**config.mk**
```make
export PLATFORM = sky130hd
export DESIGN_NAME = crMem
export DESIGN_NICKNAME = d
export VERILOG_FILES = /design/src/design/dMemPkg.sv /design/src/design/crMem.sv
export SDC_FILE = /design/constraint.sdc
export NUM_CORES = 1
export LEC_CHECK = 0
export BUFFER_PORTS_ARGS = -buffer_cell sky130_fd_sc_hd__buf_2
export CAP_MARGIN = 20
export CORE_ASPECT_RATIO = 1.5
export CORE_MARGIN = 2
export CORE_UTILIZATION = 47
export DETAILED_ROUTE_END_ITERATION = 10
export GPL_TIMING_DRIVEN = 0
export PLACE_DENSITY_LB_ADDON = 0.2
export SYNTH_ARGS = -nofsm -noshare
export SYNTH_HDL_FRONTEND = slang
export SYNTH_SLANG_ARGS = --single-unit
```
**constraint.sdc**
```tcl
create_clock -name Clock -period 2.06 [get_ports Clock]
set_input_delay 0.412 -clock Clock [delete_from_list [all_inputs] [get_ports Clock]]
set_output_delay 0.412 -clock Clock [all_outputs]
set_load 0.005 [all_outputs]
```
**src/design/dMemPkg.sv**
```systemverilog
package dMemPkg;

   //====================
   // Vector types
   //====================
   typedef logic [31:0] tAddr;    // Byte address
   typedef logic [31:0] tData;    // Data word
   typedef logic [3:0]  tByteEn;  // One bit per byte of tData
   typedef logic [9:0]  tPixCnt;  // VGA X or Y counter
   typedef logic [3:0]  tColor;   // One colour channel

   // One-hot region of the Q104H response
   typedef enum logic [3:0] {
      REGION_NONE = 4'b0001,
      REGION_RAM  = 4'b0010,
      REGION_CR   = 4'b0100,
      REGION_VGA  = 4'b1000
   } tRegion;

   //====================
   // Memory map
   //====================
   localparam int REGION_MASK_BITS = 16;  // Offset bits inside a region window

   localparam tAddr RAM_BASE = 32'h0001_0000;
   localparam tAddr CR_BASE  = 32'h00C0_0000;
   localparam tAddr VGA_BASE = 32'h00FF_0000;

   // Control register byte offsets
   localparam logic [REGION_MASK_BITS-1:0] CR_LED  = 16'h0000;
   localparam logic [REGION_MASK_BITS-1:0] CR_SEG  = 16'h0004;
   localparam logic [REGION_MASK_BITS-1:0] CR_SW   = 16'h0008;  // Read only
   localparam logic [REGION_MASK_BITS-1:0] CR_BTN  = 16'h000C;  // Read only
   localparam logic [REGION_MASK_BITS-1:0] CR_VGAX = 16'h0010;  // Read only
   localparam logic [REGION_MASK_BITS-1:0] CR_VGAY = 16'h0014;  // Read only

endpackage

```
**src/design/crMem.sv**
```systemverilog
`timescale 1ns/1ps

module crMem
   import dMemPkg::*;
(
   input  logic        Clock,
   input  logic        rstN,
   input  tAddr        reqAddrQ103H,
   input  tData        reqDataQ103H,
   input  tByteEn      reqByteEnQ103H,
   input  logic        reqWrEnQ103H,
   input  logic        reqRdEnQ103H,
   input  logic        matchCrQ103H,
   input  logic [9:0]  switches,
   input  logic [1:0]  buttons,
   input  tPixCnt      vgaCounterX,
   input  tPixCnt      vgaCounterY,
   output tData        crRdDataQ104H,
   output logic [9:0]  leds,
   output logic [23:0] sevenSeg
);

   logic [REGION_MASK_BITS-1:0] crOffset;
   logic                        crWr;
   logic                        crRd;
   tData                        ledMerge;
   tData                        segMerge;
   tData                        crRdWord;
   logic [9:0]                  swMeta, swSync;
   logic [1:0]                  btnMeta, btnSync;

   // Byte-lane merge of a write into an existing word
   function automatic tData mergeBytes(tData oldWord, tData newWord, tByteEn byteEn);
      tData merged;
      merged = oldWord;
      for (int i = 0; i < 4; i++) begin
         if (byteEn[i]) merged[i*8 +: 8] = newWord[i*8 +: 8];
      end
      return merged;
   endfunction

   assign crOffset = reqAddrQ103H[REGION_MASK_BITS-1:0];
   assign crWr     = reqWrEnQ103H && matchCrQ103H;
   assign crRd     = reqRdEnQ103H && matchCrQ103H;
   assign ledMerge = mergeBytes(tData'(leds), reqDataQ103H, reqByteEnQ103H);
   assign segMerge = mergeBytes(tData'(sevenSeg), reqDataQ103H, reqByteEnQ103H);

   //====================
   // Writable registers
   //====================
   always_ff @(posedge Clock or negedge rstN) begin
      if (!rstN) begin
         leds     <= '0;
         sevenSeg <= '0;
      end else if (crWr) begin
         if (crOffset == CR_LED) leds     <= ledMerge[9:0];
         if (crOffset == CR_SEG) sevenSeg <= segMerge[23:0];
         // Other offsets are read only or unmapped
      end
   end

   // Two-flop synchroniser for board inputs
   always_ff @(posedge Clock or negedge rstN) begin
      if (!rstN) begin
         swMeta  <= '0;
         swSync  <= '0;
         btnMeta <= '0;
         btnSync <= '0;
      end else begin
         swMeta  <= switches;
         swSync  <= swMeta;
         btnMeta <= buttons;
         btnSync <= btnMeta;
      end
   end

   //====================
   // Read path
   //====================
   always_comb begin
      case (crOffset)
         CR_LED:  crRdWord = tData'(leds);
         CR_SEG:  crRdWord = tData'(sevenSeg);
         CR_SW:   crRdWord = tData'(swSync);
         CR_BTN:  crRdWord = tData'(btnSync);
         CR_VGAX: crRdWord = tData'(vgaCounterX);  // Counter at request cycle
         CR_VGAY: crRdWord = tData'(vgaCounterY);
         default: crRdWord = '0;                   // Unknown offset
      endcase
   end

   always_ff @(posedge Clock or negedge rstN) begin
      if (!rstN) begin
         crRdDataQ104H <= '0;
      end else if (crRd) begin
         crRdDataQ104H <= crRdWord;
      end
   end

endmodule

```
# --- Word level (Yosys, flattened, before mapping) ---
# Index checks and enable logic that the tools add are counted.
totals:
  in_bits: 105
  regBits: 90
op_classes:
  n_eq_ne: 5
  n_reduce_logical: 8
  mux: 1
ops:
  columns: ["cell", "n"]
  rows:
  - ["case mux 24 bit (6 select lines)", 1]
  - ["equality test 16 x 4 -> 1 bit (second input constant)", 2]
  - ["equality test 16 x 5 -> 1 bit (second input constant)", 2]
  - ["equality test 16 x 3 -> 1 bit (second input constant)", 1]
  - ["logical NOT 16 bit", 1]
  - ["AND reduction 3 bit", 5]
  - ["logical AND 1 bit", 2]

# --- Depth between registers and ports, before layout ---
depth:
  ltp_word: 2
  mapped_depth: 6
  mapped_depth_nobuf: 4

# --- Least setup slack after synthesis ---
# OpenSTA, ideal clock, no wires.
synth_timing:
  path_type: "input -> register"
  startpoint: "input port reqAddrQ103H[9]"
  endpoint: "register sevenSeg[16]"
  setup_time_ns: 0.125
  required_time_ns: 1.935
  slack_ns: -0.321
  t_arrival_ns: 2.256
  path_stages: 6
  n_path_buf: 2
  path_cell_list: "or4_4 -> buf_6 -> or4_4 -> buf_6 -> nor2_8 -> mux2_4"
synth_between:
  elab_chain_cells: 2
synth_lines:
  columns: ["element", "line_no", "text"]
  rows:
  - ["from (decl)", "crMem.sv:8", "input tAddr reqAddrQ103H,"]
  - ["equality test 16 x 3 -> 1 bit", "crMem.sv:57", "if (crOffset == CR_SEG) sevenSeg <= segMerge[23:0];"]
  - ["AND reduction 3 bit (no line)", null, null]
  - ["to (signal assigned)", "crMem.sv:57", null]
  - ["to (decl)", "crMem.sv:20", "output logic [23:0] sevenSeg"]
# Every way passes these cells.
# A chain may end at the register's enable or synchronous reset.

# --- Worst setup path in the final report ---
layout_timing:
  startpoint: "input port reqAddrQ103H[0]"
  endpoint: "register sevenSeg[5]"
# Same word-level chain as after synthesis.

==> qor.txt <==
status - finished clean
fin crit share - 99.2%
synthesized area per cell - 15.3 sq um
Total GRT Usage - 20.6%
post-route ant nets - 0
peak supply drop - 468 uV
CTS tree - built
drt pass-1 iters - 4
Hold WS - 0.0289 ns
post-synthesis sequential area ratio - 60.7%
antenna violations before repair - 0
CTS max path bufs - 2
nets@finish - 484
total clock sinks - 82
Critical Path, Cell by Cell - buf_2, or4b_4, or4_4, nor2_8, mux2_2
area grow syn2layout - 33.6%
Die W - 73.2 um
crit-path max FO - 8
routed wire length - 7720 um
Post-DP HPWL - 5870 um
fill count - 541
R2R Setup Slk - 0.77 ns
drt wl/cell - 16.7 um
Tightest Pin Transition - 0.874 ns
total gr overflow - 0
critical path class - in2reg
critical path arrival - 2.27 ns
Worst Setup Start Kind - primary input
Post-Layout Cell Count - 461
Die H - 108 um
reg-to-reg endpoint - crRdDataQ104H[3]$_DFFE_PN0P_
delay of the slowest critical-path stage - 0.61 ns
hold buffer count at CTS - 0
final count of hold timing violations - 0
f_max - 0.489 GHz
Top Ports - 171
# DRC - 0
HP Class - in2async
Slew HR - 41.7%
Starting Density - 49.0%
largest net degree at the start of global routing - 44
Static Leak - 2.46 nW
CORE AREA - 0.00690 sq mm
share of layout cells above drive strength 1 - 57.7%
Worst Setup SP - reqAddrQ103H[0]
Vias - 2,394
vias in the first global route - 2,417
row count - 37
Root Driver - clkbuf_8
PwrDens - 654 mW/mm^2
Vias/cell - 5.19
DRT iter0 DRCs - 121
most common cell after layout, fill and taps aside - buf_2
first-pass GRT wire length - 11,800 um
Cells after Synth - 221
Max Cap Viol - 0
Final GP Congestion - 0.835
FF/Latch Area - 0.00205 sq mm
final slew viol count - 0
YS warnings - 0
CTS clk-pin slew, worst paths - 0.07 ns
count of final setup violators - 0
Overall Power - 2.95 mW
ANT cells - 0
skew final - 0.00603 ns
Slowest-stage cell, CP - or4_4
Register-to-Register Path Depth - 3
design area - 0.00451 sq mm
synthesized cell area - 0.00338 sq mm
H-tree levels - 3
final core utilization - 65.4%
Multi-input gate area - 0.00133 sq mm
Post-Place Cells - 443
Die ar. - 0.00790 sq mm
commonest cells after routing, fill and taps aside - 134 x buf_2, 82 x dfrtp_1, 20 x mux2_4
CP endpoint kind - register
#FFs+latches synth - 82
crit path time final - 2.04 ns
Req. time, crit path - 2.29 ns
placed standard-cell area - 0.00427 sq mm
insertion delay to the later sink of the worst-skew pair - 0.34 ns
CTS buffer count - 9
CP endpoint - sevenSeg[5]$_DFFE_PN0P_
port bufs - 136
R2R Path Start - leds[3]$_DFFE_PN0P_
library cells used by synthesis - 29
==> per-layer routing <==
layer	GRT usage (%)	vias to the layer above	routed length, um
li1	-	1118	-
met1	26.1	1148	3140
met2	31.5	112	3790
met3	4.31	16	526
met4	13.5	0	259
met5	0	-	0
==> Yosys cell counts (all sizes together) <==
master	n	area, sq um
a2111o	1	11.3
a22o	14	123
a22oi	8	60.1
buf	13	97.6
clkbuf	3	11.3
conb	1	3.75
dfrtp	82	2050
mux2	34	413
mux2i	6	60.1
mux4	8	180
nand2	14	52.6
nand3b	1	7.51
nor2	7	75.1
nor3	1	16.3
nor4	5	58.8
o21ai	10	50.1
o22ai	2	12.5
or2	1	6.26
or3	2	12.5
or4	6	56.3
or4b	2	20.0
==> state kept, by name, indices dropped and copies added (netlist names) <==
signal,count
btnSync,2
btnMeta,2
sevenSeg,24
swSync,10
leds,10
crRdDataQ104H,24
swMeta,10
==> layout make-up <==
class	count	share of cell area, %
flip-flops and latches	82	45.5
plain buffers	14	2.00
multi-input cells	130	29.5
clock buffers	12	3.22
well taps	78	2.16
clock inverters	3	0.887
repair buffers	142	16.8
==> where the power goes <==
group | switching (mW) | internal (mW) | leakage [nW] | total (mW)
sequential | 0.00684 | 1.63 | 1.09 | 1.64
combinational | 0.109 | 0.101 | 1.27 | 0.210
clock | 0.520 | 0.584 | 0.0962 | 1.10
==> cell families (layout without fill, tap and decap cells) <==
family | Yosys count | count (layout) | synth area share (%)
buffers and inverters | 16 | 171 | 3.22
flip-flops | 82 | 82 | 60.7
other | 1 | 8 | 0.111
AND/OR/NAND/NOR | 39 | 39 | 9.03
AO/OA/AOI/OAI | 35 | 35 | 7.59
multiplexers | 48 | 48 | 19.3
==> through the flow <==
step / setup TNS [ns] / setup slack, ns
4_1_cts: 0 / 0.00769
3_5_place_dp: -22.03 / -0.461
6_report: 0 / 0.0157
2_1_floorplan: -8.55 / -0.252
5_1_grt: -0.0394 / -0.0112
3_3_place_gp: -21.75 / -0.464
==> worst min path at each step <==
stage                                   start              endpoint  slack, ns
after floorplan                          rstN  btnMeta[0]$_DFF_PN0_       0.12
after global placement    swMeta[9]$_DFF_PN0_   swSync[9]$_DFF_PN0_       0.33
after detailed placement  swMeta[3]$_DFF_PN0_   swSync[3]$_DFF_PN0_       0.33
after CTS                                rstN   leds[3]$_DFFE_PN0P_       0.03
after global routing                     rstN   leds[3]$_DFFE_PN0P_       0.06
final                                    rstN   leds[3]$_DFFE_PN0P_       0.03
==> worst max-delay path, delay by kind of cell <==
kind	cells	cell delay [ns]
muxes	1	0.35
buffers and inverters	1	0.12
and+or+nand+nor	3	1.38
==> what timing repair did <==
item / CTS / global route
pin swaps: 5 / 2
setup buffers: 2 / 3
gates resized for setup: 2 / 3
endpoints found under the setup margin: 40 / 13
(Power assumes the default switching activity.)
