<file path="config.mk">
export PLATFORM = sky130hd
export DESIGN_NAME = rdRspSel
export DESIGN_NICKNAME = d
export VERILOG_FILES = /design/src/design/dMemPkg.sv /design/src/design/rdRspSel.sv
export SDC_FILE = /design/constraint.sdc
export NUM_CORES = 1
export LEC_CHECK = 0
export BUFFER_PORTS_ARGS = -buffer_cell sky130_fd_sc_hd__buf_2
export CAP_MARGIN = 20
export CORE_AREA = 5 5 50 63
export DETAILED_ROUTE_END_ITERATION = 12
export DIE_AREA = 0 0 55 68
export GPL_ROUTABILITY_DRIVEN = 1
export GPL_TIMING_DRIVEN = 0
export PLACE_DENSITY = 0.88
export SETUP_SLACK_MARGIN = 0.2
export SYNTH_ARGS = -nofsm -noshare
export SYNTH_HDL_FRONTEND = slang
export SYNTH_SLANG_ARGS = --single-unit
</file>
<file path="constraint.sdc">
create_clock -name vclk -period 1.2
set_input_delay 0.18 -clock vclk [all_inputs]
set_output_delay 0.18 -clock vclk [all_outputs]
set_load 0.05 [all_outputs]
</file>
<file path="src/design/dMemPkg.sv">
package dMemPkg;

   //====================
   // Vector types
   //====================
   typedef logic [31:0] tAddr;    // Byte address
   typedef logic [31:0] tData;    // Data word
   typedef logic [3:0]  tByteEn;  // One bit per byte of tData
   typedef logic [9:0]  tPixCnt;  // VGA X or Y counter
   typedef logic [3:0]  tColor;   // One colour channel

   // One-hot region of the Q104H response
   typedef enum logic [3:0] {
      REGION_NONE = 4'b0001,
      REGION_RAM  = 4'b0010,
      REGION_CR   = 4'b0100,
      REGION_VGA  = 4'b1000
   } tRegion;

   //====================
   // Memory map
   //====================
   localparam int REGION_MASK_BITS = 16;  // Offset bits inside a region window

   localparam tAddr RAM_BASE = 32'h0001_0000;
   localparam tAddr CR_BASE  = 32'h00C0_0000;
   localparam tAddr VGA_BASE = 32'h00FF_0000;

   // Control register byte offsets
   localparam logic [REGION_MASK_BITS-1:0] CR_LED  = 16'h0000;
   localparam logic [REGION_MASK_BITS-1:0] CR_SEG  = 16'h0004;
   localparam logic [REGION_MASK_BITS-1:0] CR_SW   = 16'h0008;  // Read only
   localparam logic [REGION_MASK_BITS-1:0] CR_BTN  = 16'h000C;  // Read only
   localparam logic [REGION_MASK_BITS-1:0] CR_VGAX = 16'h0010;  // Read only
   localparam logic [REGION_MASK_BITS-1:0] CR_VGAY = 16'h0014;  // Read only

endpackage

</file>
<file path="src/design/rdRspSel.sv">
`timescale 1ns/1ps

module rdRspSel
   import dMemPkg::*;
(
   input  tRegion regionQ104H,
   input  tData   ramRdDataQ104H,
   input  tData   crRdDataQ104H,
   input  tData   vgaRdDataQ104H,
   output tData   rdDataQ104H
);

   //====================
   // Result select
   //====================
   // Region was registered with the read, so it lines up with the data
   always_comb begin
      case (regionQ104H)
         REGION_RAM: rdDataQ104H = ramRdDataQ104H;
         REGION_CR:  rdDataQ104H = crRdDataQ104H;
         REGION_VGA: rdDataQ104H = vgaRdDataQ104H;
         REGION_NONE: begin
            rdDataQ104H = '0;  // Unmapped read or no read at all
         end
         default:    rdDataQ104H = '0;
      endcase
   end

endmodule

</file>
### Yosys cells after proc, flatten, opt, wreduce, memory -nomap -nowiden

Cells that the tools add are included.
W data, S select, Z words.

* add/sub/neg operators: 0
* multipliers: 0
* div/mod/pow operators: 0
* order comparisons: 0
* equal/unequal tests: 3
* shifts and indexed selects: 0
* mux-type cells: 1
* bitwise logic cells: 0
* reductions and logical operators: 0

Operators with widths (number)
* $pmux W32 S3: 1
* $eq A4 B2 Y1 const B: 1
* $eq A4 B3 Y1 const B: 1
* $eq A4 B4 Y1 const B: 1

* bits in registers: 0
* bits in latches: 0
* bits in writable memories: 0
* bits in read-only memories: 0
* bits of input ports: 100
* logic and storage cells: 4
* memories kept: 0

### Depth between registers and ports, before layout

Gate-level depths: netlist (run 1).

* word-level depth: 2
* mapped depth: 4
* depth with buffers taken out: 3

### Worst setup path before layout (run 1)

Ideal clock, no wire load.

* kind: input to output
* start: input port regionQ104H[1]
* end: output port rdDataQ104H[0]
* arrival: 1209 ps
* setup slack: -189 ps
* cell stages on the path: 4
* path buffers: 1
* path through: nor4b_2 -> buf_4 -> a222oi_1 -> inv_1

* longest elaborated chain between the ends: 2
* elaborated cells between the ends (all ways): 4
* those cells by class: eq/ne: 3; mux: 1

RTL lines
* start: declaration: line rdRspSel.sv:6 `input tRegion regionQ104H,`
* $eq A4 B4 Y1 (tied with other cells): line rdRspSel.sv:18 `case (regionQ104H)`
* $pmux W32 S3 *: line rdRspSel.sv:18
* end: declaration: line rdRspSel.sv:10 `output tData rdDataQ104H`

Mark *: on every way between the ends. The rest lies on a longest branch, timed or not.

### Worst setup path after layout (run 1)

* start: input port regionQ104H[2]
* end: output port rdDataQ104H[23]

Same word-level chain as after synthesis.

==> results by group, run 1 <==
Outcome
  • Status: complete, but fails checks
  • Failing checks: setup timing

Routing
  • Total wire length: 4.979 mm
  • Detail Route Antenna Nets: 0
  • Vias: roughly 1.4k
  • WL per Instance: 19.45 um
  • DR iter-0 viols: 222
  • Vias/cell: 5.414
  • Pre-Repair DR Iteration Count: 7
  • DRC violations left: 0

GRT
  • Gr usage total: 20.93%
  • Total congestion overflow: 0
  • Largest net degree at the start of global routing: 11
  • Number of global-route vias before repair: 1,283
  • Initial antenna violation count: 0
  • First-pass GRT wire length: 5.968 mm

Logic synthesis
  • Synthesized area: 538.0 um^2
  • Largest area contributor in the netlist: a222oi_1
  • Commonest cells post-synth: a222oi_1, inv_1, buf_2, buf_4, nor4b_2
  • Yosys cell types: 5
  • Syn_nets: approximately 180
  • Ranking of synthesized cells by area: a222oi_1, inv_1, nor4b_2
  • Seq/Total Area, Yosys: 0%
  • Post-Syn Area per Cell: 7.079 um^2
  • Cell count after synthesis: 76
  • Synth top area share: 59.53%
  • Ys Warns: 0

Worst setup path
  • Critical path data arrival time: 1.40 ns
  • Setup crit start kind: primary input
  • Setup Crit Path Kind: in -> out
  • Critical-path cell list: buf_8, nor4b_4, buf_4, clkbuf_4, a222oi_1, inv_2, buf_6
  • Top cell family by delay on the critical path: buffers and inverters
  • CP Capture Type: output pin
  • Max incr delay on CP: 0.43 ns
  • Top fanout value on the critical path: 5
  • Required @ worst endpoint: 1.02 ns
  • WP buf/inv: 5
  • Crit-path slowest cell: a222oi_1

Placement
  • GPL Wtd Cong: 0.7550
  • Place WS: -0.3727 ns
  • Placement Cell Area: 0.001282 mm^2
  • Placed cells: about 240
  • Port Buffer Count: 132
  • Dpl hpwl: 2.971 mm

STA
  • Hold Vio Cnt, Final: 0
  • Final Max Tran Viols: 0
  • Minimum clock period: 1.580 ns
  • Setup Viol. Count Final: 32
  • Measured slew at the worst slew-check pin: 0.4343 ns
  • Max_slew headroom: between 70% and 80%
  • Highest clock rate: 0.6327 GHz
  • Final Cycle Share: 131.7%
  • RSZ-0062 raised after global routing: yes
  • Worst setup margin: -0.3805 ns

Floorplanning
  • Boundary Pins: 132
  • # rows: 21
  • Die height: 68 um
  • Initial core utilization: 21.11%
  • Core region area: 0.002549 mm^2
  • Die area: 0.003740 mm^2
  • Die W: 55 um

Run
  • Max-Cap Viols: 0

Hold path
  • Worst hold path type: in -> out

Cells and area
  • Share of layout cells above drive strength 1: 85.59%
  • Area Growth Syn to Fin: 214.0%
  • Area of the multi-input gates: 391.6 um^2
  • Seq Cell Count: 0
  • Clkbuf count: 0
  • Finished Layout Cells: 256
  • Layout Nets: 324
  • Final core occ: 66.27%
  • Post-route cell area: around 0.0017 mm^2
  • Fillers: 181
  • Register area: 0 um^2
  • ANT cells: 0

Pwr
  • Leakage Power: 1.042 nW
  • Cell area power density: between 300 and 400 mW/mm^2
  • Peak supply drop: 0.2428 mV

Clock tree
  • # hold bufs at CTS: 0
## cells by family (layout without fill, tap and decap cells)
group	count (synthesis)	count (layout)	share of synthesized area (%)
buffers and inverters	41	187	32.09
AO/OA/AOI/OAI	32	32	59.54
AND/OR/NAND/NOR	3	3	8.371
## where the power goes
part	switching (mW)	leakage, nW	internal, mW
clock	0	0	0
combinational	0.356	1.04	0.302
sequential	0	0	0
total	0.356	1.04	0.302
## stage by stage
| stage | hold WS (ns) | power, mW | TNS [ns] |
|---|---|---|---|
| floorplan | 0.6093 | 0.2821 | 0 |
| global placement | 0.7867 | 0.5049 | -10.71 |
| CTS | 0.7017 | 0.5841 | -8.646 |
| detailed placement | 0.7916 | 0.5119 | -10.98 |
| global route | 0.7077 | 0.6901 | -10.55 |
| finish | 0.6999 | 0.6587 | -8.925 |
## layer usage
metal | up-vias | wire length [um] | global-route usage [%]
met2 | 114 | 2560 | 35.50
met4 | 0 | 121 | 9.726
met1 | 644 | 1696 | 23.51
met3 | 12 | 602 | 5.882
met5 | - | 0 | 0
li1 | 616 | - | -
## timing repair
item / CTS / global route
pin swaps: 7 / 19
endpoints found under the hold margin: 0 / 0
gates cloned: 2 / 3
endpoints found under the setup margin: 32 / 32
setup buffers: 6 / 3
resized for setup: 56 / 42
## area by class of cell
type	instances	area share [%]
tap	34	2.519
buffer	9	6.000
timing repair buffer	146	61.19
inverter	32	7.111
multi-input combinational	35	23.19
## cell usage in the layout, fill, tap and decap left out
| cell type | n |
|---|---|
| buf_2 | 97 |
| buf_6 | 39 |
| a222oi_1 | 32 |
| inv_2 | 32 |
| buf_4 | 9 |
| buf_8 | 9 |
| nor4b_4 | 3 |
| clkbuf_4 | 1 |
## final timing paths
kind,slack [ns],to,startpoint,cells after the start
setup / recovery,-0.38,rdDataQ104H[23],regionQ104H[2],7
hold / removal,0.70,rdDataQ104H[14],vgaRdDataQ104H[14],4
## worst min-delay path, cell delays in order
cell      delay (ns)
buf_2           0.07
a222oi_1        0.06
inv_2           0.07
buf_8           0.13
No activity file was read; power rests on OpenSTA's default activity.
==> inputs of run 2 (changes only) <==
--- a/config.mk
+++ b/config.mk
@@ -7,12 +7,12 @@
 export LEC_CHECK = 0
 export BUFFER_PORTS_ARGS = -buffer_cell sky130_fd_sc_hd__buf_2
 export CAP_MARGIN = 20
-export CORE_AREA = 5 5 50 63
+export CORE_AREA = 2 2 52 54
 export DETAILED_ROUTE_END_ITERATION = 12
-export DIE_AREA = 0 0 55 68
+export DIE_AREA = 0 0 54 56
 export GPL_ROUTABILITY_DRIVEN = 1
 export GPL_TIMING_DRIVEN = 0
-export PLACE_DENSITY = 0.88
+export PLACE_DENSITY_LB_ADDON = 0.12
 export SETUP_SLACK_MARGIN = 0.2
 export SYNTH_ARGS = -nofsm -noshare
 export SYNTH_HDL_FRONTEND = slang
==> run 2 against run 1 <==
Effect of this change: the run still ends with setup timing left; sequential share of layout area stayed put; critical path depth is the same; final cell count down 5.5%; combinational power down 9.6%; power is 9.5% lower.
==> results by group, run 2 (synthesis results as in run 1) <==
Placement
  • Dpl hpwl: 2.639 mm (was 2.971 mm)
  • Placement Cell Area: 0.001277 mm^2 (was 0.001282 mm^2)
  • Port Buffer Count: 132 (unchanged)
  • GPL Wtd Cong: 0.6702 (was 0.7550)

GRT
  • Gr usage total: 18.60% (was 20.93%)
  • Number of global-route vias before repair: 1,093 (was 1,283)
  • Met2 Use GR: 39.20% (was 35.50%)
  • Total congestion overflow: 0 (unchanged)
  • Initial antenna violation count: 0 (unchanged)
  • Grt peak-use layer: met2 (unchanged)
  • Largest net degree at the start of global routing: 11 (unchanged)
  • Met3 capacity usage during global routing: 2.688% (was 5.882%)
  • First-pass GRT wire length: 4.526 mm (was 5.968 mm)
  • GRT met1 Usage: 18.59% (was 23.51%)

Routing
  • Vias/cell: 5.128 (was 5.414)
  • WL per Instance: 13.66 um (was 19.45 um)
  • Vias: 1,241 (was 1,386)
  • Pre-Repair DR Iteration Count: 5 (was 7)
  • DRC violations left: 0 (unchanged)
  • Total wire length: 3.305 mm (was 4.979 mm)
  • Detail Route Antenna Nets: 0 (unchanged)
  • DR iter-0 viols: 110 (was 222)

STA
  • Minimum clock period: 1.489 ns (was 1.580 ns)
  • Final Cycle Share: 124.1% (was 131.7%)
  • Highest clock rate: 0.6715 GHz (was 0.6327 GHz)
  • RSZ-0062 raised after global routing: yes (unchanged)
  • TNS Setup: -7.928 ns (was -8.925 ns)
  • Measured slew at the worst slew-check pin: 0.4217 ns (was 0.4343 ns)
  • Final Max Tran Viols: 0 (unchanged)
  • Hold_ws: 0.7038 ns (was 0.6999 ns)
  • Max_slew headroom: 71.88% (was 71.04%)
  • Setup Viol. Count Final: 32 (unchanged)
  • Worst setup margin: -0.2893 ns (was -0.3805 ns)
  • Hold Vio Cnt, Final: 0 (unchanged)

Cells and area
  • Final core occ: 62.71% (was 66.27%)
  • Commonest cells after routing, fill and taps aside: buf_2, a222oi_1, inv_2 (was buf_2, buf_6, a222oi_1, inv_2)
  • Seq Cell Count: 0 (unchanged)
  • Share of layout cells above drive strength 1: 84.91% (was 85.59%)
  • Area Growth Syn to Fin: 183.5% (was 214.0%)
  • Commonest non-fill, non-tap cell in the layout: buf_2 (unchanged)
  • Clkbuf count: 0 (unchanged)
  • Layout Nets: 314 (was 324)
  • Post-route cell area: 0.001525 mm^2 (was 0.001689 mm^2)
  • ANT cells: 0 (unchanged)
  • Register area: 0 um^2 (unchanged)

Floorplanning
  • # rows: 18 (was 21)
  • Die W: 54 um (was 55 um)
  • Core region area: 0.002432 mm^2 (was 0.002549 mm^2)
  • Die area: 0.003024 mm^2 (was 0.003740 mm^2)
  • Initial core utilization: 22.12% (was 21.11%)
  • Die height: 56 um (was 68 um)
  • Boundary Pins: 132 (unchanged)

Outcome
  • Failing checks: setup timing (unchanged)
  • Status: complete, but fails checks (unchanged)

Worst setup path
  • Max incr delay on CP: 0.39 ns (was 0.43 ns)
  • Top fanout value on the critical path: 7 (was 5)
  • Critical path data arrival time: 1.31 ns (was 1.40 ns)
  • Crit-path slowest cell: a222oi_1 (unchanged)
  • CP Capture Type: output pin (unchanged)
  • Critical-path cell list: buf_8, nor4b_4, buf_6, buf_6, a222oi_1, inv_2, buf_8 (was buf_8, nor4b_4, buf_4, clkbuf_4, a222oi_1, inv_2, buf_6)
  • Setup Crit Path Kind: in -> out (unchanged)
  • Setup crit start kind: primary input (unchanged)
  • Required @ worst endpoint: 1.02 ns (about the same)

Pwr
  • Peak supply drop: 0.2635 mV (was 0.2428 mV)
  • Power, Total: 596.4 uW (was 658.7 uW)
  • Cell area power density: 391.0 mW/mm^2 (was 390.0 mW/mm^2)
  • Leakage Power: 0.9752 nW (was 1.042 nW)

Hold path
  • Worst hold path type: in -> out (unchanged)

Run
  • Max-Cap Viols: 0 (unchanged)
run 2: cell count changes in the layout (fill, tap and decap cells not counted), sizes merged:
| cell | change |
|---|---|
| clkbuf | -1 |
| buf | -9 |
run 2: layout make-up:
type / instances / area [um^2]
well taps: 30 / 37.54
plain buffers: 9 / 82.58
repair buffers: 136 / 893.4
inverters: 32 / 120.1
multi-input cells: 35 / 391.6
fillers: 233 / 907.1
run 2: worst max-delay path: cells and delay by family:
family / cells / cell delay (ns)
simple gates: 1 / 0.12
compound gates: 1 / 0.39
buf+inv: 5 / 0.61
run 2: stage by stage:
| step | instances | worst slack (ns) |
|---|---|---|
| after floorplan | 76 | 0.007490 |
| after global placement | 238 | -0.3515 |
| after detailed placement | 238 | -0.4158 |
| after CTS | 241 | -0.2897 |
| after global routing | 242 | -0.3832 |
| final | 242 | -0.2893 |
run 2: final timing paths:
path | slack (ns) | depth (start not counted) | startpoint | endpoint
setup / recovery | -0.29 | 7 | regionQ104H[1] | rdDataQ104H[22]
hold / removal | 0.70 | 4 | vgaRdDataQ104H[23] | rdDataQ104H[23]
run 2: layer usage:
metal	share of wire, %	routed length, um
met5	0	0
met4	0.36	12
met1	33	1097
met2	55	1803
met3	12	391
run 2: timing repair:
action,4_1_cts,5_1_grt
buffers inserted,1,1
setup endpoints to repair,32,32
resized for setup,69,2
hold buffers,0,0
cloned,2,0
pin swaps,7,4
run 2: report_power, final:
group          switching [mW]  internal [mW]  total [mW]
combinational           0.324          0.273       0.596
clock                       0              0           0
sequential                  0              0           0
total                   0.324          0.273       0.596
==> inputs of run 3 (changes only) <==
--- a/config.mk
+++ b/config.mk
@@ -5,11 +5,12 @@
 export SDC_FILE = /design/constraint.sdc
 export NUM_CORES = 1
 export LEC_CHECK = 0
+export ABC_AREA = 1
 export BUFFER_PORTS_ARGS = -buffer_cell sky130_fd_sc_hd__buf_2
 export CAP_MARGIN = 20
-export CORE_AREA = 2 2 52 54
+export CORE_AREA = 2 2 50 63
 export DETAILED_ROUTE_END_ITERATION = 12
-export DIE_AREA = 0 0 54 56
+export DIE_AREA = 0 0 52 65
 export GPL_ROUTABILITY_DRIVEN = 1
 export GPL_TIMING_DRIVEN = 0
 export PLACE_DENSITY_LB_ADDON = 0.12
==> run 3 against run 2 <==
Effect of this change: the run now fails in clock tree synthesis; synthesized area up 50%; synthesized cell count increased by 100%.
==> results by group, run 3 <==
Floorplanning
  • Die height: 65 um (was 56 um)
  • Initial core utilization: 28.42% (was 22.12%)
  • Boundary Pins: 132 (unchanged)
  • Die W: 52 um (was 54 um)
  • # rows: 22 (was 18)

Logic synthesis
  • Seq/Total Area, Yosys: 0% (unchanged)
  • Syn_nets: 254 (was 176)
  • Largest area contributor in the netlist: nand3_1 (was a222oi_1)
  • Ranking of synthesized cells by area: nand3_1, buf_2, buf_4 (was a222oi_1, inv_1, nor4b_2)
  • Cell count after synthesis: 154 (was 76)
  • Commonest cells post-synth: nand3_1, buf_2, buf_4, nor2_4 (was a222oi_1, inv_1, buf_2, buf_4, nor4b_2)
  • Synth top area share: 79.50% (was 59.53%)
  • Ys Warns: 0 (unchanged)
  • Count leader, synth: nand3_1
  • Synthesized area: 805.8 um^2 (was 538.0 um^2)
  • Post-Syn Area per Cell: 5.232 um^2 (was 7.079 um^2)
  • Yosys cell types: 7 (was 5)

Placement
  • Place WS: -0.2750 ns (was -0.4158 ns)
  • Dpl hpwl: 3.516 mm (was 2.639 mm)
  • GPL Wtd Cong: 0.7781 (was 0.6702)
  • Port Buffer Count: 132 (unchanged)
  • Placement Cell Area: 0.001934 mm^2 (was 0.001277 mm^2)

Clock tree
  • # hold bufs at CTS: 0 (unchanged)
  • Setup Fix Bufs, Post-CTS: 14 (was 1)
  • # resized after CTS: 276 (was 69)

Outcome
  • Tool error: [ERROR DPL-0038] Utilization greater than 100%, impossible to legalize
  • Halt Stage: clock tree synthesis
  • Status: stopped before the end (was complete, but fails checks)
[run 3: through the flow]
stage	util, %	std cells
3_3_place_gp	68.23	322
3_5_place_dp	68.23	322
2_1_floorplan	-	154
[run 3: kinds of logic after synthesis]
group | after synthesis | synth area share, %
simple gates | 133 | 85.25
buf+inv | 21 | 14.75
==> inputs of run 4 (changes only) <==
--- a/config.mk
+++ b/config.mk
@@ -8,13 +8,12 @@
 export ABC_AREA = 1
 export BUFFER_PORTS_ARGS = -buffer_cell sky130_fd_sc_hd__buf_2
 export CAP_MARGIN = 20
-export CORE_AREA = 2 2 50 63
+export CORE_AREA = 2 2 63 65
 export DETAILED_ROUTE_END_ITERATION = 12
-export DIE_AREA = 0 0 52 65
+export DIE_AREA = 0 0 65 67
 export GPL_ROUTABILITY_DRIVEN = 1
 export GPL_TIMING_DRIVEN = 0
-export PLACE_DENSITY_LB_ADDON = 0.12
-export SETUP_SLACK_MARGIN = 0.2
+export PLACE_DENSITY_LB_ADDON = 0.15
 export SYNTH_ARGS = -nofsm -noshare
 export SYNTH_HDL_FRONTEND = slang
 export SYNTH_SLANG_ARGS = --single-unit
==> run 4 against run 3 <==
Effect of this change: the flow now finishes, with violations (setup timing); synthesized cell count unchanged; synthesized area did not move.
==> results by group, run 4 <==
Cells and area
  • Layout Nets: 402
  • Post-route cell area: between 0.002 and 0.0025 mm^2
  • Commonest non-fill, non-tap cell in the layout: buf_2
  • Area Growth Syn to Fin: 174.8%
  • Fillers: 342
  • ANT cells: 0
  • Seq Cell Count: 0
  • Clkbuf count: 0
  • Commonest cells after routing, fill and taps aside: buf_2, nand3_1, buf_6
  • Register area: 0 um^2
  • Final core occ: 61.42%
  • Area of the multi-input gates: 874.6 um^2
  • Finished Layout Cells: 348
  • Share of layout cells above drive strength 1: 68.33%

Routing
  • WL per Instance: 14.85 um
  • Pre-Repair DR Iteration Count: 4
  • Total wire length: just over 5 mm
  • DR iter-0 viols: 50
  • Vias/cell: 5.011
  • DRC violations left: 0
  • Vias: around 1.7k
  • Detail Route Antenna Nets: 0

Worst setup path
  • Critical path data arrival time: 1.07 ns
  • CP Capture Type: output pin
  • Setup crit start kind: primary input
  • Setup Crit Path Kind: in -> out
  • Top fanout value on the critical path: 6
  • Required @ worst endpoint: between 1 and 1.5 ns

Logic synthesis
  • Count leader, synth: nand3_1 (unchanged)
  • Yosys cell types: 7 (unchanged)
  • Area share of and/or/nand/nor cells after synthesis: 85.25% (unchanged)
  • Adder-cell share of the synthesized area: 0% (unchanged)
  • Largest family of logic cells by synthesized area: simple AND/OR/NAND/NOR gates (unchanged)
  • Largest area contributor in the netlist: nand3_1 (unchanged)
  • Post-Syn Area per Cell: 5.232 um^2 (unchanged)
  • Commonest cells post-synth: nand3_1, buf_2, buf_4, nor2_4 (unchanged)
  • Xor and xnor area share after synthesis: 0% (unchanged)
  • Cell count after synthesis: 154 (unchanged)
  • Synthesized area: 805.8 um^2 (unchanged)
  • Post-synthesis mux area share: 0% (unchanged)
  • Ys Warns: 0 (unchanged)
  • Syn_nets: 254 (unchanged)
  • Seq/Total Area, Yosys: 0% (unchanged)
  • Synth Area in Compound Gates: 0% (unchanged)
  • Synth top area share: 79.50% (unchanged)
  • Ranking of synthesized cells by area: nand3_1, buf_2, buf_4 (unchanged)

Floorplanning
  • Boundary Pins: 132 (unchanged)
  • # rows: 22 (unchanged)
  • Initial core utilization: 22.35% (was 28.42%)
  • Die height: 67 um (was 65 um)
  • Die W: 65 um (was 52 um)
  • Core region area: 0.003606 mm^2
  • Die area: 0.004355 mm^2

STA
  • Hold_ws: 0.7249 ns
  • Hold Vio Cnt, Final: 0
  • RSZ-0062 raised after global routing: yes
  • Minimum clock period: ~1.3 ns
  • Final Cycle Share: 104.5%
  • Setup Viol. Count Final: 30
  • TNS Setup: -0.4715 ns
  • Max_slew headroom: 87.32%
  • Highest clock rate: 0.7974 GHz
  • Measured slew at the worst slew-check pin: ~0.19 ns
  • Final Max Tran Viols: 0
  • Worst setup margin: -0.05411 ns

Placement
  • Port Buffer Count: 132 (unchanged)
  • Place WS: -0.2714 ns (was -0.2750 ns)
  • Placed cells: 334 (was 322)
  • Dpl hpwl: 3.495 mm (was 3.516 mm)
  • Placement Cell Area: 0.001582 mm^2 (was 0.001934 mm^2)
  • GPL Wtd Cong: 0.7470 (was 0.7781)

Outcome
  • Failing checks: setup timing
  • Status: complete, but fails checks (was stopped before the end)

Pwr
  • Peak supply drop: 0.1740 mV
  • Leakage Power: 1.225 nW
  • Power, Total: about 820 uW
  • Cell area power density: between 300 and 400 mW/mm^2

GRT
  • GRT met1 Usage: between 20% and 30%
  • First-pass GRT wire length: 8.266 mm
  • Grt peak-use layer: met2
  • Met2 Use GR: 45.36%
  • Initial antenna violation count: 0
  • Total congestion overflow: 0
  • Met3 capacity usage during global routing: 3.041%
  • Number of global-route vias before repair: 1,779
  • Gr usage total: 23.33%
  • Largest net degree at the start of global routing: 11

Hold path
  • Worst hold path type: in -> out

Clock tree
  • # hold bufs at CTS: 0 (unchanged)

Run
  • Max-Cap Viols: 0
-- run 4: cell counts after synthesis --
Identical to the previous run, type by type.
-- run 4: cells by family (layout without fill, tap and decap cells) --
| logic type | after synthesis | after routing |
|---|---|---|
| buffers and inverters | 21 | 167 |
| AND/OR/NAND/NOR | 133 | 133 |
-- run 4: where the power goes --
group | switching [mW] | leakage [nW] | internal (mW)
Combinational | 0.446 | 1.22 | 0.378
Sequential | 0 | 0 | 0
Clock | 0 | 0 | 0
-- run 4: worst paths after layout --
check,endpoint,slack (ns),from,cells after the start
worst max-delay path,rdDataQ104H[18],-0.05,regionQ104H[1],7
worst min-delay path,rdDataQ104H[8],0.72,vgaRdDataQ104H[8],4
-- run 4: worst max-delay path, cell delays in order --
cell and delay (ns):
buf_6 0.10, nor2_4 0.18, buf_6 0.16, buf_6 0.13, nand3_2 0.08, nand3_2 0.08, buf_8 0.15
-- run 4: layer usage --
metal	up-vias	part of all wire [%]
li1	863	-
met1	789	41
met2	92	52
met3	0	7.6
met4	0	0
met5	-	0
-- run 4: cell type report --
| class | count | area share, % |
|---|---|---|
| plain buffers | 18 | 8.305 |
| multi-input cells | 133 | 39.49 |
| inverters | 3 | 0.5085 |
| well taps | 48 | 2.712 |
| repair buffers | 146 | 48.98 |
-- run 4: repair_timing --
action | in CTS | in global routing
setup buffers | 7 | 0
gates resized for setup | 144 | 4
setup endpoints to repair | 32 | 32
cloned | 7 | 0
endpoints found under the hold margin | 0 | 0
pin swaps | 18 | 2
