## src/design/dMemPkg.sv

```systemverilog
package dMemPkg;

   //====================
   // Vector types
   //====================
   typedef logic [31:0] tAddr;    // Byte address
   typedef logic [31:0] tData;    // Data word
   typedef logic [3:0]  tByteEn;  // One bit per byte of tData
   typedef logic [9:0]  tPixCnt;  // VGA X or Y counter
   typedef logic [3:0]  tColor;   // One colour channel

   // One-hot region of the Q104H response
   typedef enum logic [3:0] {
      REGION_NONE = 4'b0001,
      REGION_RAM  = 4'b0010,
      REGION_CR   = 4'b0100,
      REGION_VGA  = 4'b1000
   } tRegion;

   //====================
   // Memory map
   //====================
   localparam int REGION_MASK_BITS = 16;  // Offset bits inside a region window

   localparam tAddr RAM_BASE = 32'h0001_0000;
   localparam tAddr CR_BASE  = 32'h00C0_0000;
   localparam tAddr VGA_BASE = 32'h00FF_0000;

   // Control register byte offsets
   localparam logic [REGION_MASK_BITS-1:0] CR_LED  = 16'h0000;
   localparam logic [REGION_MASK_BITS-1:0] CR_SEG  = 16'h0004;
   localparam logic [REGION_MASK_BITS-1:0] CR_SW   = 16'h0008;  // Read only
   localparam logic [REGION_MASK_BITS-1:0] CR_BTN  = 16'h000C;  // Read only
   localparam logic [REGION_MASK_BITS-1:0] CR_VGAX = 16'h0010;  // Read only
   localparam logic [REGION_MASK_BITS-1:0] CR_VGAY = 16'h0014;  // Read only

endpackage

```

## src/design/regionDecode.sv

```systemverilog
`timescale 1ns/1ps

module regionDecode
   import dMemPkg::*;
(
   input  logic   Clock,
   input  logic   rstN,
   input  tAddr   reqAddrQ103H,
   input  logic   reqRdEnQ103H,
   output logic   matchRamQ103H,
   output logic   matchCrQ103H,
   output logic   matchVgaQ103H,
   output tRegion regionQ104H
);

   tRegion regionQ103H;

   // Window compare on the bits above the region offset
   assign matchRamQ103H = (reqAddrQ103H[31:REGION_MASK_BITS] == RAM_BASE[31:REGION_MASK_BITS]);
   assign matchCrQ103H  = (reqAddrQ103H[31:REGION_MASK_BITS] == CR_BASE[31:REGION_MASK_BITS]);
   assign matchVgaQ103H = (reqAddrQ103H[31:REGION_MASK_BITS] == VGA_BASE[31:REGION_MASK_BITS]);

   // Only a read selects a response source
   always_comb begin
      regionQ103H = REGION_NONE;
      if (reqRdEnQ103H) begin
         if (matchRamQ103H)      regionQ103H = REGION_RAM;
         else if (matchCrQ103H)  regionQ103H = REGION_CR;
         else if (matchVgaQ103H) regionQ103H = REGION_VGA;
      end
   end

   always_ff @(posedge Clock or negedge rstN) begin
      if (!rstN) begin
         regionQ104H <= REGION_NONE;
      end else begin
         regionQ104H <= regionQ103H;  // Steers rdRspSel next cycle
      end
   end

endmodule

```

## config.mk

```make
export PLATFORM = sky130hd
export DESIGN_NAME = regionDecode
export DESIGN_NICKNAME = d
export VERILOG_FILES = /design/src/design/dMemPkg.sv /design/src/design/regionDecode.sv
export SDC_FILE = /design/constraint.sdc
export NUM_CORES = 1
export LEC_CHECK = 0
export ABC_AREA = 1
export ABC_CLOCK_PERIOD_IN_PS = 800
export BUFFER_PORTS_ARGS = -buffer_cell sky130_fd_sc_hd__buf_2
export CORE_AREA = 3 3 40 42
export CTS_CLUSTER_DIAMETER = 40
export DETAILED_ROUTE_END_ITERATION = 10
export DIE_AREA = 0 0 43 45
export MAX_ROUTING_LAYER = met4
export PLACE_DENSITY = 0.69
export SYNTH_ARGS = -nofsm -noshare
export SYNTH_HDL_FRONTEND = slang
export SYNTH_SLANG_ARGS = --single-unit
```

## constraint.sdc

```tcl
create_clock -name Clock -period 0.8 [get_ports Clock]
set_input_delay 0.08 -clock Clock [delete_from_list [all_inputs] [get_ports Clock]]
set_output_delay 0.08 -clock Clock [all_outputs]
set_load 0.02 [all_outputs]
```

== Word-level counts from Yosys, hierarchy flattened ==
Index checks and enable logic that the tools add are counted.

* Flip-flop bits (word level): 4
* Bits of input ports: 35

* Eq/ne operators: 3
* Mux-type cells: 4

{| class="wikitable"
|+ Operators with widths
! kind !! count
|-
| equality test 16 x 8 -> 1 bit (second input constant) || 2
|-
| equality test 16 x 1 -> 1 bit (second input constant) || 1
|-
| 2-to-1 mux 4 bit || 4
|}

== Logic depth before layout (Yosys ltp) ==
Gate-level depths: netlist of run 1.

* Word-level depth: 5
* Mapped depth: 7
* Mapped depth without buffers: 7

== Least setup slack after synthesis of run 1 ==
No wires, ideal clock.

* Kind: input to output
* From: in reqAddrQ103H[31]
* To: out matchVgaQ103H
* Buffers on the path: 0
* Stages on the path: 5
* Data required time: 720 ps
* Setup slack: 108 ps
* Arrival: 612 ps
* Path through: nor2_1 -> nand2_1 -> nor2_4 -> nand2_1 -> inv_1

* Longest elaborated chain between the ends: 1

{| class="wikitable"
|+ RTL lines
! what !! RTL line !! source
|-
| start: declaration || regionDecode.sv:8 || <nowiki>input tAddr reqAddrQ103H,</nowiki>
|-
| equality test 16 x 8 -> 1 bit || regionDecode.sv:21 || <nowiki>assign matchVgaQ103H = (reqAddrQ103H[31:REGION_MASK_BITS] == VGA_BASE[31:REGION_MASK_BITS]);</nowiki>
|-
| end: declaration || regionDecode.sv:12 || <nowiki>output logic matchVgaQ103H,</nowiki>
|}

No other way between the ends.

== Worst setup path after layout of run 1 ==
* From: reg regionQ104H[0]
* To: out regionQ104H[0]

{| class="wikitable"
|+ RTL lines
! what !! RTL line !! source
|-
| start: declaration || regionDecode.sv:13 || <nowiki>output tRegion regionQ104H</nowiki>
|-
| start signal: assignment || regionDecode.sv:37 || <nowiki>regionQ104H <= regionQ103H;</nowiki>
|}

No word-level cell between the ends.

==> metrics.md, run 1 <==
| Metric | Value |
|---|---|
| Status | `finished, violations left` |
| Failing checks | `negative setup slack` |
| Main flop type after synthesis | `dfrtp_1` |
| Crit-path max cell delay | `0.52 ns` |
| Critical Path Start Type | `register` |
| Synth-to-layout area growth | `132%` |
| Cell Area, Synth | `273 µm²` |
| Fin worst setup slack | `-0.131 ns` |
| Post-synth EDFFs | `0` |
| First-pass GRT wire length | `1160 µm` |
| Most used routing layer | `met2` |
| WP buf/inv | `1` |
| P_sw | `137 µW` |
| Vias in the first global route | `341` |
| I/O pin count | `42` |
| CP Data Arrival Time | `0.85 ns` |
| Synthesis warning total | `0` |
| Max VDD drop | `327 µV` |
| Sequential area share after synthesis | `37.2%` |
| Grt met1 use | `6.80%` |
| Ys async rst share | `100%` |
| Top reg by flops | `regionQ104H` |
| CP endpoint kind | `primary output` |
| Layout Utilization | `49.2%` |
| Register share of total power | `33.7%` |
| Logic gate share of total power | `21.9%` |
| Initial antenna violation count | `0` |
| Final period util | `116%` |
| Die Area | `1940 µm²` |
| Design area | `632 µm²` |
| Seq cells post-synth | `4` |
| Layout cells sized above 1 | `67.1%` |
| DRT iter0 DRCs | `0` |
| Syn_nets | `79` |
| Total Routing Usage GR | `8.77%` |
| TritonCTS buffer count | `3` |
| Req. time, crit path | `0.72 ns` |
| Setup slack at placement | `-0.0866 ns` |
| Clock slew at reported path FFs | `0.03 ns` |
| # rows | `13` |
| Hold WC Path Type | `in -> reg` |
| FMAX | `1.07 GHz` |
| IO Port Bufs | `25` |
| Top post-synthesis cells by area | `dfrtp_1 (28%), nor2_1 (19%), nand2_1 (15%)` |
| RSZ-0062 raised after global routing | `true` |
| Number of antenna diodes | `0` |
| Setup violators final | `4` |
| CP max-delay cell | `dfstp_2` |
| Count leader, synth | `nor2_1` |
| Power Internal | `467 µW` |
| Clock Path Buffers | `2` |
| Worst-path fanout max | `1` |
| Largest net degree at the start of global routing | `5` |
| Chip width | `43 µm` |
| Post-DP HPWL | `577 µm` |
| CTS tree | `built` |
| Clock Power Share | `44.3%` |
| Total congestion overflow | `0` |
| Core Region | `1280 µm²` |
| H-tree depth | `1` |
| Via count | `375` |
| Nets | `115` |
| Final Hold Vio Count | `0` |
| WL final | `767 µm` |
| Vias per inst | `3.99` |
| # DRC | `0` |
| Root Buffer | `clkbuf_4` |
| Top flop regs | `regionQ104H: 4 flops` |
| Post-Synthesis Cells | `44` |
| Avg Cell Area, Syn | `6.20 µm²` |
| Lkg Pwr | `0.000336 µW` |
| GPL Wtd Cong | `0.674` |
| # Max-Cap Violations | `0` |
| Met2 Track Usage GR | `15.6%` |
| Pwr dens | `955 nW/µm²` |
| Crit-path cells | `buf_6` |
| Max FFs per register | `4` |
| Die Span Y | `45 µm` |
| Relative slew slack | `91.6%` |
| Min Tclk post-route | `0.931 ns` |
| Wire per inst | `8.16 µm` |
| Router iterations before antenna repair | `1` |
| Switching power share of the total | `22.7%` |
| Routed Antenna Nets | `0` |
| Least-Margin Pin Slew | `0.125 ns` |
| DP Area | `417 µm²` |
| Area leader, netlist | `dfrtp_1` |
| Fin. max-slew vios | `0` |
| Top cell type's share of synthesized area | `27.5%` |
| Critical path type | `reg -> out` |
| Most frequent cells after synthesis | `nor2_1 (14), nand2_1 (11), inv_1 (7), dfrtp_1 (3), nand2_2 (3)` |
| Initial Utilization | `21.2%` |
| Critical path's top delay family | `flip-flops` |
| GR Layer Usage met3 | `3.98%` |
| Unique masters post-synth | `11` |
| TritonCTS Sinks | `4` |
==> power groups by stage <==
stage               Sequential [µW]  Combinational [µW]  Clock, µW
floorplan                       206                28.0          0
global placement                206                80.9          0
detailed placement              206                82.7          0
CTS                             204                 108        281
global route                    203                 145        319
finish                          204                 132        268
==> layout make-up <==
cell class / count / area, µm²
inverter: 8 / 30.0
clock buffer: 4 / 26.3
fill: 127 / 653
timing repair buffer: 31 / 264
tap: 15 / 18.8
multi-input combinational: 32 / 191
sequential: 4 / 101
==> repair_timing <==
action                                  in CTS  in global routing
pin swaps                                   12                 10
gates resized for setup                     26                 14
endpoints found under the hold margin        4                  0
hold buffers                                 1                  0
setup buffers                                4                  1
endpoints found under the setup margin       7                  9
==> path summary, 6_finish.rpt <==
path                                 from        endpoint  cells after the start
hold / removal               reqRdEnQ103H  regionQ104H[0]                      2
max in group asynchronous            rstN  regionQ104H[0]                      2
setup / recovery           regionQ104H[0]  regionQ104H[0]                      1
min in group asynchronous            rstN  regionQ104H[1]                      2
==> stage by stage <==
stage | instances | hold slack, ns | power (µW) | TNS [ns]
floorplan | 44 | -0.216 | 234 | 0
global placement | 84 | -0.117 | 287 | -0.208
detailed placement | 84 | -0.112 | 289 | -0.211
CTS | 93 | 0.000957 | 593 | -0.184
global route | 94 | 0.00418 | 667 | -0.410
finish | 94 | 0.00466 | 604 | -0.146
==> cells in the final DEF (no fill, tap or decap), drive strengths merged <==
| cell | instances |
|---|---|
| dlygate4sd3 | 1 |
| nor2 | 16 |
| buf | 30 |
| nand2 | 14 |
| dfrtp | 3 |
| inv | 8 |
| dfstp | 1 |
| nand4 | 1 |
| clkbuf | 4 |
| nand3 | 1 |
==> layer usage <==
| metal | wire length, µm | vias up |
|---|---|---|
| li1 | - | 196 |
| met1 | 248 | 161 |
| met2 | 447 | 16 |
| met3 | 61 | 2 |
| met4 | 10 | 0 |
| met5 | 0 | - |
==> cell families after synthesis <==
group | Yosys count | synth area share, %
and+or+nand+nor | 32 | 51.8
DFF | 4 | 37.2
buffers and inverters | 8 | 11.0
Note: power is estimated with default switching activity, not from simulation.
==> inputs of run 2 (changes only) <==
--- a/config.mk
+++ b/config.mk
@@ -5,15 +5,16 @@
 export SDC_FILE = /design/constraint.sdc
 export NUM_CORES = 1
 export LEC_CHECK = 0
-export ABC_AREA = 1
 export ABC_CLOCK_PERIOD_IN_PS = 800
 export BUFFER_PORTS_ARGS = -buffer_cell sky130_fd_sc_hd__buf_2
 export CORE_AREA = 3 3 40 42
 export CTS_CLUSTER_DIAMETER = 40
+export CTS_CLUSTER_SIZE = 40
 export DETAILED_ROUTE_END_ITERATION = 10
 export DIE_AREA = 0 0 43 45
 export MAX_ROUTING_LAYER = met4
-export PLACE_DENSITY = 0.69
+export PLACE_DENSITY = 0.66
+export SETUP_SLACK_MARGIN = 0.4
 export SYNTH_ARGS = -nofsm -noshare
 export SYNTH_HDL_FRONTEND = slang
 export SYNTH_SLANG_ARGS = --single-unit
==> run 2 against run 1 <==
The flow still finishes with violations (negative setup slack). Wire length is 3.0% lower. First-iteration DRC count did not move. Total power decreased by 2.7%. Cell count shrank 22%. Clock-buffer cell count unchanged.
==> metrics.md, run 2 <==
| Metric | Value |
|---|---|
| Status | `finished, violations left` |
| Failing checks | `negative setup slack` |
| Req. time, crit path | `0.72 ns (about the same)` |
| Clock slew at reported path FFs | `0.04 ns (about the same)` |
| Main flop type after synthesis | `dfrtp_1` |
| Via count | `319 (-15%)` |
| Ys async rst share | `100% (unchanged)` |
| GPL Wtd Cong | `0.678 (+0.59%)` |
| Synthesis warning total | `0 (unchanged)` |
| CP endpoint kind | `primary output` |
| Hold EP | `regionQ104H[0]` |
| Routed Antenna Nets | `0 (unchanged)` |
| Setup violators final | `10 (+6)` |
| # rows | `13 (unchanged)` |
| Vias in the first global route | `335 (-1.8%)` |
| IO Port Bufs | `25 (unchanged)` |
| Cell Area, Synth | `233 µm² (-15%)` |
| Fin worst setup slack | `-0.243 ns (-0.113 ns)` |
| Max FFs per register | `4 (unchanged)` |
| Least-Margin Pin Slew | `0.225 ns (+0.100 ns)` |
| Top flop regs | `regionQ104H: 4 flops` |
| Total Routing Usage GR | `9.49% (+0.72 points)` |
| Post-synth EDFFs | `0 (unchanged)` |
| Die Span Y | `45 µm (unchanged)` |
| Pwr dens | `1040 nW/µm² (+8.4%)` |
| Most frequent cells after synthesis | `dfrtp_1 (3), nand4_1 (3), nor2_1 (3), nor4_1 (3)` |
| # DRC | `0 (unchanged)` |
| Area leader, netlist | `dfrtp_1` |
| Min Tclk post-route | `1.04 ns (+0.113 ns)` |
| Core Region | `1280 µm² (unchanged)` |
| Seq cells post-synth | `4 (unchanged)` |
| DRT iter0 DRCs | `0 (unchanged)` |
| Critical Path Start Type | `primary input` |
| Wire per inst | `10.2 µm (+25%)` |
| H-tree depth | `1 (unchanged)` |
| Top cell type's share of synthesized area | `32.3% (+4.7 points)` |
| Top post-synthesis cells by area | `dfrtp_1 (32%), nor3_4 (14%), dfstp_2 (11%)` |
| Hold wc startpoint | `reqRdEnQ103H` |
| Setup slack at placement | `-0.371 ns (-0.285 ns)` |
| Post-DP HPWL | `612 µm (+6.1%)` |
| Final period util | `130% (+14 points)` |
| Syn_nets | `58 (-27%)` |
| Root Buffer | `clkbuf_4` |
| Unique masters post-synth | `13 (+2)` |
| RSZ-0062 raised after global routing | `true` |
| Layout Utilization | `44.1% (-5.1 points)` |
| TritonCTS Sinks | `4 (unchanged)` |
| Crit-path max cell delay | `0.26 ns (-0.26 ns)` |
| Top reg by flops | `regionQ104H` |
| Nets | `94 (-18%)` |
| FMAX | `0.958 GHz (-11%)` |
| Die Area | `1940 µm² (unchanged)` |
| CTS tree | `built` |
| Number of antenna diodes | `0 (unchanged)` |
| First-pass GRT wire length | `1340 µm (+15%)` |
| Total congestion overflow | `0 (unchanged)` |
| Router iterations before antenna repair | `1 (unchanged)` |
| I/O pin count | `42 (unchanged)` |
| Hold WC Path Type | `in -> reg` |
| CP Data Arrival Time | `0.96 ns (+0.11 ns)` |
| Chip width | `43 µm (unchanged)` |
| WHS Path Cells | `2 (unchanged)` |
| Worst-path fanout max | `3 (+2)` |
| Layout cells sized above 1 | `70.7% (+3.6 points)` |
| Max VDD drop | `357 µV (+9.1%)` |
| Clock Path Buffers | `2 (unchanged)` |
| Fillcell total | `120 (-5.5%)` |
| TritonCTS buffer count | `3 (unchanged)` |
| Post-Synthesis Cells | `23 (-48%)` |
| Final Hold Vio Count | `0 (unchanged)` |
| Initial Utilization | `18.1% (-3.1 points)` |
| # Max-Cap Violations | `0 (unchanged)` |
| WL final | `744 µm (-3.0%)` |
| Cell mode on critical path | `buf_6` |
| Largest net degree at the start of global routing | `5 (unchanged)` |
| Lkg Pwr | `0.000283 µW (-16%)` |
| Avg Cell Area, Syn | `10.1 µm² (+63%)` |
| Fin. max-slew vios | `0 (unchanged)` |
| Vias per inst | `4.37 (+9.5%)` |
| Critical path type | `in -> out` |
| Relative slew slack | `84.9% (-6.8 points)` |
| Sequential area share after synthesis | `43.5% (+6.4 points)` |
| CP max-delay cell | `nor4_4` |
| Initial antenna violation count | `0 (unchanged)` |
| Synth-to-layout area growth | `144%` |
| Most common cell after layout, fill and taps aside | `buf_2` |
| Crit-path cells | `buf_6, nor4_4, nand2_2, buf_4, nor2_4, buf_6` |
| Most frequent cells in the layout | `buf_2 (13), buf_6 (12), buf_4 (5)` |
==> run 2: cell count changes after synthesis, sizes merged <==
cell	before	now
nor4	0	3
nor2	16	3
and3b	0	2
nand2	14	1
nor3	0	3
o31ai	0	1
and2	0	1
inv	8	1
nand4	1	3
==> run 2: cells by family (layout without fill, tap and decap cells) <==
logic type	count (synthesis)	in the layout	share of synthesized area [%]
DFF	4	4	43.5
AOI/OAI and AO/OA	1	1	3.23
buffers and inverters	1	36	1.61
and+or+nand+nor	17	17	51.6
==> run 2: what timing repair did <==
item,in CTS,in global routing
pin swaps,7,2
hold buffers,1,0
endpoints found under the setup margin,11,12
buffers inserted,2,0
gates resized for setup,21,1
hold endpoints to repair,4,0
==> run 2: per-stage QoR <==
| stage | TNS [ns] | area (µm²) | power [µW] | hold slack [ns] | cells |
|---|---|---|---|---|---|
| 6_report | -1.12 | 567 | 587 | 0.0396 | 73 |
| 2_1_floorplan | -1.38 | 268 | 224 | -0.216 | 23 |
| 3_3_place_gp | -2.25 | 434 | 299 | -0.115 | 66 |
| 4_1_cts | -1.33 | 564 | 596 | 0.0287 | 73 |
| 5_1_grt | -1.67 | 567 | 629 | 0.0518 | 73 |
| 3_5_place_dp | -2.29 | 434 | 300 | -0.112 | 66 |
==> run 2: layout make-up <==
cell class,count,area (µm²),share of cell area [%]
Inverter,1,3.75,0.662
Multi-Input combinational cell,18,169,29.8
Sequential cell,4,101,17.9
Timing Repair Buffer,31,248,43.7
Clock buffer,4,26.3,4.64
Tap cell,15,18.8,3.31
==> run 2: how the worst max path moves through the flow <==
stage          slack, ns              to        startpoint  depth (start not counted)
2_1_floorplan      -0.35  regionQ104H[2]  reqAddrQ103H[29]                          4
3_3_place_gp       -0.37  regionQ104H[3]  reqAddrQ103H[29]                          5
3_5_place_dp       -0.37  regionQ104H[2]  reqAddrQ103H[25]                          5
4_1_cts            -0.26    matchCrQ103H  reqAddrQ103H[26]                          6
5_1_grt            -0.32    matchCrQ103H  reqAddrQ103H[30]                          6
6_report           -0.24    matchCrQ103H  reqAddrQ103H[26]                          6
==> run 2: worst max-delay path: cells and delay by family <==
kind,cells,cell delay [ns]
AND/OR/NAND/NOR,3,0.49
buffers and inverters,3,0.39
==> run 2: layer usage <==
metal	routed length [µm]	global-route usage (%)	vias to the layer above
met3	57	3.59	0
met5	0	-	-
met1	308	10.5	147
met4	0	3.61	0
li1	-	-	157
met2	378	15.6	15
==> run 2: power by group <==
| group | total [µW] | internal (µW) | switching (µW) |
|---|---|---|---|
| combinational | 111 | 63.8 | 47.6 |
| clock | 272 | 187 | 84.9 |
| sequential | 203 | 203 | 0.00168 |
| total | 587 | 455 | 133 |
==> inputs of run 3 (changes only) <==
--- a/config.mk
+++ b/config.mk
@@ -5,7 +5,7 @@
 export SDC_FILE = /design/constraint.sdc
 export NUM_CORES = 1
 export LEC_CHECK = 0
-export ABC_CLOCK_PERIOD_IN_PS = 800
+export ABC_CLOCK_PERIOD_IN_PS = 900
 export BUFFER_PORTS_ARGS = -buffer_cell sky130_fd_sc_hd__buf_2
 export CORE_AREA = 3 3 40 42
 export CTS_CLUSTER_DIAMETER = 40
@@ -13,7 +13,7 @@
 export DETAILED_ROUTE_END_ITERATION = 10
 export DIE_AREA = 0 0 43 45
 export MAX_ROUTING_LAYER = met4
-export PLACE_DENSITY = 0.66
+export PLACE_DENSITY = 0.68
 export SETUP_SLACK_MARGIN = 0.4
 export SYNTH_ARGS = -nofsm -noshare
 export SYNTH_HDL_FRONTEND = slang
==> constraint.sdc (replaced) <==
create_clock -name Clock -period 0.9 [get_ports Clock]
set_input_delay 0.09 -clock Clock [delete_from_list [all_inputs] [get_ports Clock]]
set_output_delay 0.09 -clock Clock [all_outputs]
set_load 0.02 [all_outputs]
==> run 3 against run 2 <==
The flow still finishes with violations (negative setup slack). Sequential share of layout area shrank 0.90 points. Total power shrank 7.7%. Via count grew 4.1%. Critical path depth shrank 1. First-iteration DRC count grew 2. Wire length grew 19%. Die area is the same. Critical path type unchanged.
==> metrics.md, run 3 (synthesis gave the netlist of run 2 again) <==
| Metric | Value |
|---|---|
| Status | `finished, violations left` |
| Failing checks | `negative setup slack` |
| CP endpoint kind | `primary output` |
| Fin cells | `73 (unchanged)` |
| Max FFs per register | `4 (unchanged)` |
| Total congestion overflow | `0 (unchanged)` |
| CTS tree | `built` |
| Post-DP HPWL | `637 µm (+4.0%)` |
| Final Hold Vio Count | `0 (unchanged)` |
| Via count | `332 (+4.1%)` |
| Routed Antenna Nets | `0 (unchanged)` |
| WL final | `885 µm (+19%)` |
| Total Routing Usage GR | `9.73% (+0.24 points)` |
| Router iterations before antenna repair | `4 (+3)` |
| Final period util | `113%` |
| Initial Utilization | `18.1% (unchanged)` |
| Layout cells sized above 1 | `75.9% (+5.2 points)` |
| Core Region | `1280 µm² (unchanged)` |
| Fin Setup TNS | `-0.511 ns (+0.607 ns)` |
| Die Span Y | `45 µm (unchanged)` |
| Fin worst setup slack | `-0.118 ns (+0.125 ns)` |
| H-tree depth | `1 (unchanged)` |
| Die Area | `1940 µm² (unchanged)` |
| GPL Wtd Cong | `0.746 (+10%)` |
| Critical Path Start Type | `primary input` |
| DRT iter0 DRCs | `2 (+2)` |
| # Max-Cap Violations | `0 (unchanged)` |
| # rows | `13 (unchanged)` |
| Design area | `597 µm² (+5.3%)` |
| I/O pin count | `42 (unchanged)` |
| Clock Path Buffers | `2 (unchanged)` |
| Relative slew slack | `86.1% (+1.3 points)` |
| Chip width | `43 µm (unchanged)` |
| Setup violators final | `6 (-4)` |
| FMAX | `0.982 GHz` |
| Synth-to-layout area growth | `156%` |
| Initial antenna violation count | `0 (unchanged)` |
| Pwr dens | `908 nW/µm² (-12%)` |
| Vias per inst | `4.55 (+4.1%)` |
| Worst-path fanout max | `3 (unchanged)` |
| Storage element area | `101 µm² (unchanged)` |
| RSZ-0062 raised after global routing | `true` |
| Critical path type | `in -> out` |
| WHS Path Cells | `2 (unchanged)` |
| Lkg Pwr | `0.000291 µW (+2.6%)` |
| Clock slew at reported path FFs | `0.04 ns (about the same)` |
| Wire per inst | `12.1 µm (+19%)` |
| Min Tclk post-route | `1.02 ns` |
| Inst Count DP | `66 (unchanged)` |
| Fillcell total | `124 (+3.3%)` |
| First-pass GRT wire length | `1300 µm (-2.5%)` |
| Req. time, crit path | `0.81 ns (+0.09 ns)` |
| Vias in the first global route | `319 (-4.8%)` |
| Max VDD drop | `299 µV (-16%)` |
| Setup slack at placement | `-0.297 ns (+0.0743 ns)` |
| IO Port Bufs | `25 (unchanged)` |
| # DRC | `0 (unchanged)` |
| Hold WC Path Type | `in -> reg` |
| Least-Margin Pin Slew | `0.207 ns (-0.0184 ns)` |
| Number of antenna diodes | `0 (unchanged)` |
| Fin. max-slew vios | `0 (unchanged)` |
| Most frequent cells in the layout | `buf_6 (12), buf_2 (12), buf_4 (5)` |
| TritonCTS buffer count | `3 (unchanged)` |
| Nets | `94 (unchanged)` |
| Worst hold slack | `0.0470 ns (+0.00743 ns)` |
| TritonCTS Sinks | `4 (unchanged)` |
| Largest net degree at the start of global routing | `5 (unchanged)` |
| DP Area | `434 µm² (unchanged)` |
| Root Buffer | `clkbuf_4` |
| Top flop regs | `regionQ104H: 4 flops` |
| Top reg by flops | `regionQ104H` |
| Multi-input gate area | `189 µm² (+12%)` |
| CP Data Arrival Time | `0.93 ns (-0.03 ns)` |
-- run 3: what timing repair did --
item	4_1_cts	5_1_grt
hold buffers	1	0
pin swaps	5	3
hold endpoints to repair	4	0
setup endpoints to repair	11	11
resized for setup	21	6
buffers inserted	2	0
cloned	0	0
-- run 3: worst max-delay path: stages --
cell and delay (ns):
buf_6 0.09, nor4_4 0.27, nand2_2 0.14, nor3_4 0.18, buf_6 0.15
-- run 3: final timing paths --
check	startpoint	end	slack [ns]
hold / removal	reqRdEnQ103H	regionQ104H[0]	0.05
max in group asynchronous	rstN	regionQ104H[0]	0.51
setup / recovery	reqAddrQ103H[30]	matchRamQ103H	-0.12
min in group asynchronous	rstN	regionQ104H[1]	0.19
-- run 3: final cells by class --
| cell class | instances | area share, % |
|---|---|---|
| Inverter | 1 | 0.629 |
| Multi-Input combinational cell | 18 | 31.7 |
| Tap cell | 15 | 3.14 |
| Sequential cell | 4 | 17.0 |
| Timing Repair Buffer | 31 | 43.2 |
| Clock buffer | 4 | 4.40 |
-- run 3: routing by layer --
layer,track usage [%],vias to the layer above,routed length (µm)
li1,-,160,-
met1,10.5,149,316
met2,16.5,23,469
met3,2.39,0,100
met4,5.42,0,0
met5,-,-,0
-- run 3: power breakdown --
group	internal (µW)	switching (µW)	leakage (µW)
clock	166	73.8	0.0000150
sequential	181	0.00144	0.0000525
combinational	67.5	53.3	0.000223
total	415	127	0.000291
-- run 3: stage by stage --
stage                     total power (µW)  utilization (%)
after global placement                 269             33.8
after CTS                              543             44.2
final                                  542             46.4
after floorplan                        199                -
after detailed placement               271             33.8
after global routing                   585             46.4
